### src/source/i2c_pkg.sv
package i2c_pkg;

    // one write transaction: slave address plus an inclusive byte range
    typedef struct packed {
        logic [6:0] addr;
        logic [3:0] ptr_first;
        logic [3:0] ptr_last;
    } cmd_entry_t;

    // bit level opcodes handed to the bit transmitter
    typedef enum logic [2:0] {
        START    = 3'd0,
        STOP     = 3'd1,
        SEND0    = 3'd2,
        SEND1    = 3'd3,
        RECV_ACK = 3'd4
    } bit_cmd_e;

    // table sequencer
    typedef enum logic [1:0] {
        IDLE  = 2'd0,
        STAGE = 2'd1,
        WRITE = 2'd2,
        DONE  = 2'd3
    } seq_state_e;

    // byte level writer
    typedef enum logic [2:0] {
        WR_IDLE  = 3'd0,
        WR_START = 3'd1,
        WR_BIT   = 3'd2,
        WR_ACK   = 3'd3,
        WR_STOP  = 3'd4
    } wr_state_e;

endpackage

### src/source/wb_pkg.sv
package wb_pkg;

    // one Wishbone classic request from the host
    // word addressed, 16-bit data
    typedef struct packed {
        logic        cyc;
        logic        stb;
        logic        we;
        logic [6:0]  adr;
        logic [15:0] dat;
    } wb_req_t;

    // slave reply, ack is a single-cycle strobe
    typedef struct packed {
        logic        ack;
        logic [15:0] dat;
    } wb_rsp_t;

    // control and status
    // wr: bit 0 start, bits 7..4 entry count
    // rd: bit 0 busy, bit 1 nack, bits 7..4 entry count
    localparam logic [6:0] REG_CTRL      = 7'd0;
    // command table, addr in 14..8, first ptr in 7..4, last ptr in 3..0
    localparam logic [6:0] REG_CMD_BASE  = 7'd16;
    // data memory, one byte per word in bits 7..0
    localparam logic [6:0] REG_DATA_BASE = 7'd64;

endpackage
### src/source/bit_xmit.sv
`timescale 1ns/10ps

module bit_xmit #(
    parameter int QUARTER_DIV = 4
) (
    input  logic              clk,
    input  logic              reset,
    input  i2c_pkg::bit_cmd_e cmd,
    input  logic              cmd_valid,
    output logic              cmd_ready,
    output logic              done,
    output logic              ack_bit,
    output logic              scl_oe,
    output logic              sda_oe,
    input  logic              sda_in
);
    import i2c_pkg::*;

    localparam int QW = (QUARTER_DIV > 1) ? $clog2(QUARTER_DIV) : 1;

    bit_cmd_e      cmd_r;
    logic          active;
    logic [QW-1:0] qcnt;
    logic [1:0]    phase;
    logic          q_end;
    logic          scl_lvl;
    logic          sda_lvl;

    assign cmd_ready = !active;
    assign q_end     = (qcnt == QW'(QUARTER_DIV - 1));

    // bus levels per phase, 1 means released
    always_comb begin
        // data bits: scl high in the middle two quarters
        scl_lvl = phase[0] ^ phase[1];
        sda_lvl = 1'b1;
        case (cmd_r)
            START: begin
                // sda falls while scl is high, scl drops in the last quarter
                scl_lvl = (phase != 2'd3);
                sda_lvl = (phase == 2'd0);
            end
            STOP: begin
                // sda rises while scl is high, bus left idle
                scl_lvl = (phase != 2'd0);
                sda_lvl = phase[1];
            end
            SEND0: begin
                sda_lvl = 1'b0;
            end
            default: begin
                // SEND1 and RECV_ACK both release sda
                sda_lvl = 1'b1;
            end
        endcase
    end

    always_ff @(posedge clk) begin
        if (!reset) begin
            active <= 1'b0;
            done   <= 1'b0;
            qcnt   <= '0;
            phase  <= 2'd0;
            scl_oe <= 1'b0;
            sda_oe <= 1'b0;
        end else begin
            done <= 1'b0;
            if (cmd_valid && cmd_ready) begin
                active <= 1'b1;
                qcnt   <= '0;
                phase  <= 2'd0;
            end else if (active) begin
                scl_oe <= !scl_lvl;
                sda_oe <= !sda_lvl;
                if (q_end) begin
                    qcnt  <= '0;
                    phase <= phase + 2'd1;
                    if (phase == 2'd3) begin
                        active <= 1'b0;
                        done   <= 1'b1;
                    end
                end else begin
                    qcnt <= qcnt + QW'(1);
                end
            end
        end
    end

    always_ff @(posedge clk) begin
        if (cmd_valid && cmd_ready) begin
            cmd_r <= cmd;
        end
        // slave ack sampled at the end of the scl high window
        if (active && cmd_r == RECV_ACK && phase == 2'd2 && q_end) begin
            ack_bit <= sda_in;
        end
    end

endmodule

### src/source/i2c_sequencer.sv
`timescale 1ns/10ps

module i2c_sequencer #(
    parameter int CMD_DEPTH = 8
) (
    input  logic                clk,
    input  logic                reset,
    input  logic                start,
    input  logic [3:0]          entry_count,
    output logic [3:0]          cmd_index,
    input  i2c_pkg::cmd_entry_t cmd_entry,
    output logic                init,
    output i2c_pkg::cmd_entry_t entry,
    input  logic                ready,
    input  logic                nack,
    output logic                run_done,
    output logic                run_nack
);
    import i2c_pkg::*;

    seq_state_e state;
    logic       last_entry;

    // table end is the written count or the table size, whichever is first
    assign last_entry = (cmd_index >= entry_count) || (cmd_index >= 4'(CMD_DEPTH));

    always_ff @(posedge clk) begin
        if (!reset) begin
            state     <= IDLE;
            cmd_index <= 4'd0;
            init      <= 1'b0;
            run_done  <= 1'b0;
            run_nack  <= 1'b0;
        end else begin
            init     <= 1'b0;
            run_done <= 1'b0;
            case (state)
                IDLE: if (start) begin
                    cmd_index <= 4'd0;
                    run_nack  <= 1'b0;
                    state     <= STAGE;
                end
                STAGE: if (last_entry) begin
                    state <= DONE;
                end else begin
                    init  <= 1'b1;
                    state <= WRITE;
                end
                WRITE: if (ready) begin
                    cmd_index <= cmd_index + 4'd1;
                    // a refused byte ends the whole run
                    if (nack) begin
                        run_nack <= 1'b1;
                        state    <= DONE;
                    end else begin
                        state <= STAGE;
                    end
                end
                DONE: begin
                    run_done <= 1'b1;
                    state    <= IDLE;
                end
                default: state <= IDLE;
            endcase
        end
    end

    // entry is held stable for the writer during the whole transaction
    always_ff @(posedge clk) begin
        if (state == STAGE && !last_entry) begin
            entry <= cmd_entry;
        end
    end

endmodule

### src/source/i2c_write_master.sv
`timescale 1ns/10ps

module i2c_write_master #(
    parameter int CMD_DEPTH   = 8,
    parameter int DATA_DEPTH  = 16,
    parameter int QUARTER_DIV = 4
) (
    input  logic            clk,
    input  logic            reset,
    input  wb_pkg::wb_req_t wb_in,
    output wb_pkg::wb_rsp_t wb_out,
    output logic            scl_oe,
    output logic            sda_oe,
    input  logic            sda_in
);
    import i2c_pkg::*;

    logic       start;
    logic [3:0] entry_count;
    logic [3:0] cmd_index;
    cmd_entry_t tbl_entry;
    logic [3:0] data_ptr;
    logic [7:0] data_byte;
    logic       run_done;
    logic       run_nack;

    cmd_entry_t entry;
    logic       init;
    logic       ready;
    logic       wr_nack;

    bit_cmd_e   cmd;
    logic       cmd_valid;
    logic       cmd_ready;
    logic       bit_done;
    logic       ack_bit;

    // host registers and both tables
    wb_cmd_regs #(
        .CMD_DEPTH  (CMD_DEPTH),
        .DATA_DEPTH (DATA_DEPTH)
    ) i_regs (
        .clk         (clk),
        .reset       (reset),
        .wb_in       (wb_in),
        .wb_out      (wb_out),
        .start       (start),
        .entry_count (entry_count),
        .cmd_index   (cmd_index),
        .cmd_entry   (tbl_entry),
        .data_ptr    (data_ptr),
        .data_byte   (data_byte),
        .run_done    (run_done),
        .nack        (run_nack)
    );

    i2c_sequencer #(
        .CMD_DEPTH (CMD_DEPTH)
    ) i_seq (
        .clk         (clk),
        .reset       (reset),
        .start       (start),
        .entry_count (entry_count),
        .cmd_index   (cmd_index),
        .cmd_entry   (tbl_entry),
        .init        (init),
        .entry       (entry),
        .ready       (ready),
        .nack        (wr_nack),
        .run_done    (run_done),
        .run_nack    (run_nack)
    );

    // protocol level, one transaction per entry
    i2c_writer i_writer (
        .clk       (clk),
        .reset     (reset),
        .init      (init),
        .entry     (entry),
        .ready     (ready),
        .nack      (wr_nack),
        .data_ptr  (data_ptr),
        .data_byte (data_byte),
        .cmd       (cmd),
        .cmd_valid (cmd_valid),
        .cmd_ready (cmd_ready),
        .done      (bit_done),
        .ack_bit   (ack_bit)
    );

    // signal level, drives the open drain enables
    bit_xmit #(
        .QUARTER_DIV (QUARTER_DIV)
    ) i_xmit (
        .clk       (clk),
        .reset     (reset),
        .cmd       (cmd),
        .cmd_valid (cmd_valid),
        .cmd_ready (cmd_ready),
        .done      (bit_done),
        .ack_bit   (ack_bit),
        .scl_oe    (scl_oe),
        .sda_oe    (sda_oe),
        .sda_in    (sda_in)
    );

endmodule

### src/source/i2c_writer.sv
`timescale 1ns/10ps

module i2c_writer (
    input  logic                clk,
    input  logic                reset,
    input  logic                init,
    input  i2c_pkg::cmd_entry_t entry,
    output logic                ready,
    output logic                nack,
    output logic [3:0]          data_ptr,
    input  logic [7:0]          data_byte,
    output i2c_pkg::bit_cmd_e   cmd,
    output logic                cmd_valid,
    input  logic                cmd_ready,
    input  logic                done,
    input  logic                ack_bit
);
    import i2c_pkg::*;

    wr_state_e  state;
    logic [7:0] shift;
    logic [2:0] bit_cnt;
    logic [3:0] last_ptr;
    logic       last_byte;

    function automatic bit_cmd_e send_op(input logic b);
        return b ? SEND1 : SEND0;
    endfunction

    always_ff @(posedge clk) begin
        if (!reset) begin
            state     <= WR_IDLE;
            cmd_valid <= 1'b0;
            ready     <= 1'b0;
            nack      <= 1'b0;
        end else begin
            ready <= 1'b0;
            // hold off until the done strobe once the command is taken
            if (cmd_valid && cmd_ready) begin
                cmd_valid <= 1'b0;
            end
            case (state)
                WR_IDLE: if (init) begin
                    // address byte with R/W low for a write
                    shift      <= {entry.addr, 1'b0};
                    data_ptr   <= entry.ptr_first;
                    last_ptr   <= entry.ptr_last;
                    last_byte  <= 1'b0;
                    nack       <= 1'b0;
                    cmd        <= START;
                    cmd_valid  <= 1'b1;
                    state      <= WR_START;
                end
                WR_START: if (done) begin
                    bit_cnt   <= 3'd7;
                    cmd       <= send_op(shift[7]);
                    cmd_valid <= 1'b1;
                    state     <= WR_BIT;
                end
                WR_BIT: if (done) begin
                    if (bit_cnt == 3'd0) begin
                        cmd       <= RECV_ACK;
                        cmd_valid <= 1'b1;
                        state     <= WR_ACK;
                    end else begin
                        // msb first
                        shift     <= {shift[6:0], 1'b0};
                        bit_cnt   <= bit_cnt - 3'd1;
                        cmd       <= send_op(shift[6]);
                        cmd_valid <= 1'b1;
                    end
                end
                WR_ACK: if (done) begin
                    // last_byte stays low through the address byte
                    if (ack_bit || last_byte) begin
                        nack      <= ack_bit;
                        cmd       <= STOP;
                        cmd_valid <= 1'b1;
                        state     <= WR_STOP;
                    end else begin
                        // pointer runs one ahead so the next byte is ready at ack
                        shift      <= data_byte;
                        last_byte  <= (data_ptr == last_ptr);
                        data_ptr   <= data_ptr + 4'd1;
                        bit_cnt    <= 3'd7;
                        cmd        <= send_op(data_byte[7]);
                        cmd_valid  <= 1'b1;
                        state      <= WR_BIT;
                    end
                end
                WR_STOP: if (done) begin
                    ready <= 1'b1;
                    state <= WR_IDLE;
                end
                default: state <= WR_IDLE;
            endcase
        end
    end

endmodule

### src/source/wb_cmd_regs.sv
`timescale 1ns/10ps

module wb_cmd_regs #(
    parameter int CMD_DEPTH  = 8,
    parameter int DATA_DEPTH = 16
) (
    input  logic                clk,
    input  logic                reset,
    input  wb_pkg::wb_req_t     wb_in,
    output wb_pkg::wb_rsp_t     wb_out,
    output logic                start,
    output logic [3:0]          entry_count,
    input  logic [3:0]          cmd_index,
    output i2c_pkg::cmd_entry_t cmd_entry,
    input  logic [3:0]          data_ptr,
    output logic [7:0]          data_byte,
    input  logic                run_done,
    input  logic                nack
);
    import wb_pkg::*;
    import i2c_pkg::*;

    localparam int CMD_W  = $clog2(CMD_DEPTH);
    localparam int DATA_W = $clog2(DATA_DEPTH);

    cmd_entry_t  cmd_mem  [CMD_DEPTH];
    logic [7:0]  data_mem [DATA_DEPTH];

    logic        req;
    logic        sel_ctrl;
    logic        sel_cmd;
    logic        sel_data;
    logic [6:0]  cmd_off;
    logic [6:0]  data_off;
    logic        ack_q;
    logic [15:0] rd_data;
    logic [15:0] rd_q;
    logic        busy;
    logic        nack_flag;

    // new request only when no ack is pending, so ack never repeats
    assign req = wb_in.cyc && wb_in.stb && !ack_q;

    // offsets wrap high below each base, one compare per window
    assign cmd_off  = wb_in.adr - REG_CMD_BASE;
    assign data_off = wb_in.adr - REG_DATA_BASE;
    assign sel_ctrl = (wb_in.adr == REG_CTRL);
    assign sel_cmd  = (cmd_off < 7'(CMD_DEPTH));
    assign sel_data = (data_off < 7'(DATA_DEPTH));

    always_comb begin
        rd_data = '0;
        if (sel_ctrl) begin
            rd_data = {8'h00, entry_count, 2'b00, nack_flag, busy};
        end else if (sel_cmd) begin
            rd_data = {1'b0, cmd_mem[cmd_off[CMD_W-1:0]]};
        end else if (sel_data) begin
            rd_data = {8'h00, data_mem[data_off[DATA_W-1:0]]};
        end
    end

    // table and data storage, plus the read data capture
    always_ff @(posedge clk) begin
        if (req && wb_in.we) begin
            if (sel_cmd) begin
                cmd_mem[cmd_off[CMD_W-1:0]] <= cmd_entry_t'(wb_in.dat[14:0]);
            end
            if (sel_data) begin
                data_mem[data_off[DATA_W-1:0]] <= wb_in.dat[7:0];
            end
        end
        if (req) begin
            rd_q <= rd_data;
        end
    end

    always_ff @(posedge clk) begin
        if (!reset) begin
            ack_q       <= 1'b0;
            start       <= 1'b0;
            busy        <= 1'b0;
            nack_flag   <= 1'b0;
            entry_count <= 4'd0;
        end else begin
            ack_q <= req;
            start <= 1'b0;
            // control writes are dropped while a run is in progress
            if (req && wb_in.we && sel_ctrl && !busy) begin
                entry_count <= wb_in.dat[7:4];
                if (wb_in.dat[0]) begin
                    start     <= 1'b1;
                    busy      <= 1'b1;
                    nack_flag <= 1'b0;
                end
            end
            if (run_done) begin
                busy      <= 1'b0;
                nack_flag <= nack;
            end
        end
    end

    assign wb_out.ack = ack_q;
    assign wb_out.dat = rd_q;

    // read ports for the sequencer and the writer
    assign cmd_entry = cmd_mem[cmd_index[CMD_W-1:0]];
    assign data_byte = data_mem[data_ptr[DATA_W-1:0]];

endmodule

### config.mk
export PLATFORM = sky130hd
export DESIGN_NAME = i2c_write_master
export DESIGN_NICKNAME = d
export VERILOG_FILES = /design/src/source/i2c_pkg.sv /design/src/source/wb_pkg.sv /design/src/source/bit_xmit.sv /design/src/source/i2c_sequencer.sv /design/src/source/i2c_write_master.sv /design/src/source/i2c_writer.sv /design/src/source/wb_cmd_regs.sv
export SDC_FILE = /design/constraint.sdc
export NUM_CORES = 1
export LEC_CHECK = 0
export BUFFER_PORTS_ARGS = -buffer_cell sky130_fd_sc_hd__buf_2
export CAP_MARGIN = 20
export CELL_PAD_IN_SITES_DETAIL_PLACEMENT = 2
export CELL_PAD_IN_SITES_GLOBAL_PLACEMENT = 2
export CORE_AREA = 2 2 199 201
export CTS_BUF_LIST = sky130_fd_sc_hd__clkbuf_16
export DETAILED_ROUTE_END_ITERATION = 10
export DIE_AREA = 0 0 201 203
export PLACE_DENSITY = 0.73
export SYNTH_ARGS = -nofsm -noshare
export SYNTH_HDL_FRONTEND = slang
export SYNTH_SLANG_ARGS = --single-unit
export TNS_END_PERCENT = 1
### constraint.sdc
create_clock -name clk -period 4.9 [get_ports clk]
set_input_delay 1.225 -clock clk [delete_from_list [all_inputs] [get_ports clk]]
set_output_delay 1.225 -clock clk [all_outputs]
set_load 0.005 [all_outputs]
==> impl_metrics.ini <==
[sta]
finalCritPeriodShare_pct = 64.2
finalHoldViolCount = 0
rsz0062_at_grt = false
skew_ns = 0.0149
drv_slew = 0
period_minus_slack_ns = 3.14
clock.fmax_ghz = 0.318
setup_slack_ns = 1.76
finalSetupTns_ns = 0
finalSetupViolCount = 0
relSlewSlack_pct = 35.2
worst_pin_slew_ns = 0.967

[synth]
avgSynthCellArea_sq_um = 16.9
synth.distinct_cells = 51
syn_area_sq_um = 15400
synth_async_sr_flop_share_pct = 0
ys.flop_type = edfxtp_1
ys_warn_count = 0
synth_edf_count = 305
post_synth_inst_count = 908
synth_seq_area_share_pct = 64.2
synth_seq_cells = 340
synth_nets = 952

[final_layout]
diodes = 0
final_util_pct = 45.1
area_delta_synth_final_pct = 13.0
drive_above_1_share_pct = 28.4
fillerInstances = 3608
nets = 1010

[route]
avgViaCountPerCell = 5.84
num_vias = 8807
drc_errors = 0
first_pass_iters = 5
wl_per_cell_um = 27.7
drtIter0Drc = 721
drtAntennaViolNets = 0
wl_um = 41800

[clock_tree]
post-cts-setup-buffers = 0
cts.hold.buffers_added = 0
clk_latency_ns = 0.54
clock_path_buffers = 3
cts_root_buffer = clkbuf_16
clkTransAtPathRegs_ns = 0.06
cts_tree = built
htree_levels = 2
clkSinkCount = 340
numCtsBuffers = 37
cts-resized-gates = 0

[critical_path]
worstSetupPathType = input port to register
slowest_delay_ns = 0.59
startpoint_type = input port
crit_buf_inv = 2
startpoint = wb_in[17]
path_max_fanout = 28
crit_arrival_ns = 3.50
crit_family = buffers and inverters
end_kind = register
critPathRequiredTime_ns = 5.25
critPathSlowestCell = buf_2
cp_cell_sequence = buf_2, buf_4, nand2b_1, o22ai_1, a21oi_1, o2111ai_1, o221ai_1

[placed_design]
gp_congestion = 0.803
dp_hpwl_um = 27800
portBuffers = 45
post-place-ws_ns = 1.20

[power_and_ir_drop]
power.leakage_nw = 5.56
p_int_mw = 4.72
p_clk_share_pct = 43.3
power_mw = 5.97
ir_drop_v = 0.000219
p_comb_share_pct = 3.6
swShare_pct = 20.9
p_seq_share_pct = 53.1
p_sw_mw = 1.25
power_density_nw_per_um2 = 344

[floorplanning]
fp-row-count = 72
io_pins = 48
die_h_um = 203
die_x_um = 201
start_util_pct = 39.9
dieArea_sq_um = 40800
core-area_sq_um = 38500

[hold_path]
min-delay-start = i_writer.cmd[2]
hp-class = register to register

[grt]
grtUsageTotal_pct = 20.9
grt_max_degree = 35
grt_pass1_wl_um = 63100
grt.overflow.total = 0
antenna_found_initial = 2
first_global_vias = 9714

[run_status]
outcome = finished clean

[run]
drv_cap = 0
per-stage QoR:
step,std cells,cell area (sq um),hold slack (ns)
CTS,1509,17400,0.421
finish,1509,17400,0.418
floorplan,908,15400,0.400
global placement,1445,16200,0.402
detailed placement,1445,16200,0.408
global route,1509,17400,0.421
synth_stat cells, types with 3 or more instances:
| master | n | share of area (%) |
|---|---|---|
| mux4_2 | 122 | 18 |
| buf_1 | 10 | 0.24 |
| a22o_1 | 9 | 0.51 |
| nor2_1 | 63 | 1.5 |
| a22oi_1 | 16 | 0.78 |
| a31oi_1 | 3 | 0.12 |
| nor2b_1 | 22 | 0.90 |
| edfxtp_1 | 305 | 60 |
| nand2b_1 | 11 | 0.45 |
| and2_1 | 7 | 0.29 |
| a221oi_1 | 5 | 0.29 |
| o21ai_0 | 18 | 0.59 |
| inv_1 | 19 | 0.46 |
| buf_4 | 3 | 0.15 |
| mux2_2 | 25 | 1.8 |
| a21o_1 | 3 | 0.15 |
| buf_2 | 13 | 0.42 |
| nand4_1 | 3 | 0.12 |
| mux2i_1 | 22 | 1.4 |
| a211oi_1 | 4 | 0.20 |
| nand2_1 | 29 | 0.71 |
| ha_1 | 15 | 1.2 |
| nand3_1 | 7 | 0.23 |
| nor3b_1 | 4 | 0.20 |
| dfxtp_1 | 35 | 4.6 |
| nor3_1 | 12 | 0.39 |
| a21boi_0 | 6 | 0.29 |
| o22ai_1 | 8 | 0.33 |
| xnor2_1 | 6 | 0.34 |
| a21oi_1 | 37 | 1.2 |
| clkbuf_1 | 35 | 0.86 |
| nand3b_1 | 4 | 0.20 |
sequential cells by signal, indices dropped and copies added (netlist names), 8 cells and up, named ones only:
signal	count
i_seq.entry	15
i_writer.shift	8
i_regs.rd_q	15
i_regs.data_mem	128
i_regs.cmd_mem	120
layout make-up:
cell class / count / area, sq um / share of cell area (%)
well taps: 518 / 648 / 3.73
multi-input cells: 486 / 5160 / 29.7
clock buffers: 39 / 976 / 5.62
repair buffers: 82 / 505 / 2.91
clock inverters: 25 / 129 / 0.743
flip-flops and latches: 340 / 9860 / 56.8
inverters: 19 / 71.3 / 0.411
final timing paths:
check                           cells after the start  slack [ns]                end
worst max-delay path                                7        1.76     i_regs.rd_q[1]
worst min register to register                      0        0.42    i_xmit.cmd_r[2]
worst max register to register                      6        2.13  i_writer.shift[3]
worst min-delay path                                0        0.42    i_xmit.cmd_r[2]
metal layers:
layer  vias up  GRT usage (%)  wire, um
met1      4665           26.9     17300
met4         2           7.06      1200
met5         -              0        13
li1       3773              -         -
met2       278           35.5     20900
met3        89           4.01      2460
kinds of logic (layout without fill, tap and decap cells):
kind of cell / after synthesis / count (layout) / share of synthesized area [%]
flops: 340 / 340 / 64.2
simple gates: 173 / 173 / 5.58
mux: 169 / 169 / 21.2
compound gates: 120 / 120 / 5.07
buf+inv: 82 / 165 / 2.28
fa+ha+maj: 15 / 15 / 1.22
xor+xnor: 8 / 8 / 0.456
other cells: 1 / 1 / 0.0244
power by group through the flow:
stage / Clock, mW / Combinational, mW / Sequential (mW)
4_1_cts: 2.64 / 0.219 / 3.17
3_3_place_gp: 0 / 0.209 / 3.23
3_5_place_dp: 0 / 0.219 / 3.23
2_1_floorplan: 0 / 0.125 / 3.23
6_report: 2.59 / 0.216 / 3.17
5_1_grt: 2.75 / 0.234 / 3.17
cell usage in the layout, fill, tap and decap left out, types with 11 or more instances in the layout:
cell type	synthesis	final
clkinv_1	0	11
mux2i_1	22	22
ha_1	15	15
nor2_1	63	63
a21oi_1	37	37
nand2b_1	11	11
edfxtp_1	305	305
dfxtp_1	35	32
mux4_2	122	122
mux2_2	25	25
buf_4	3	38
clkbuf_16	0	39
o21ai_0	18	17
inv_1	19	28
buf_2	13	44
a22oi_1	16	16
nand2_1	29	29
nor2b_1	22	22
Note: power is estimated with default switching activity, not from simulation.
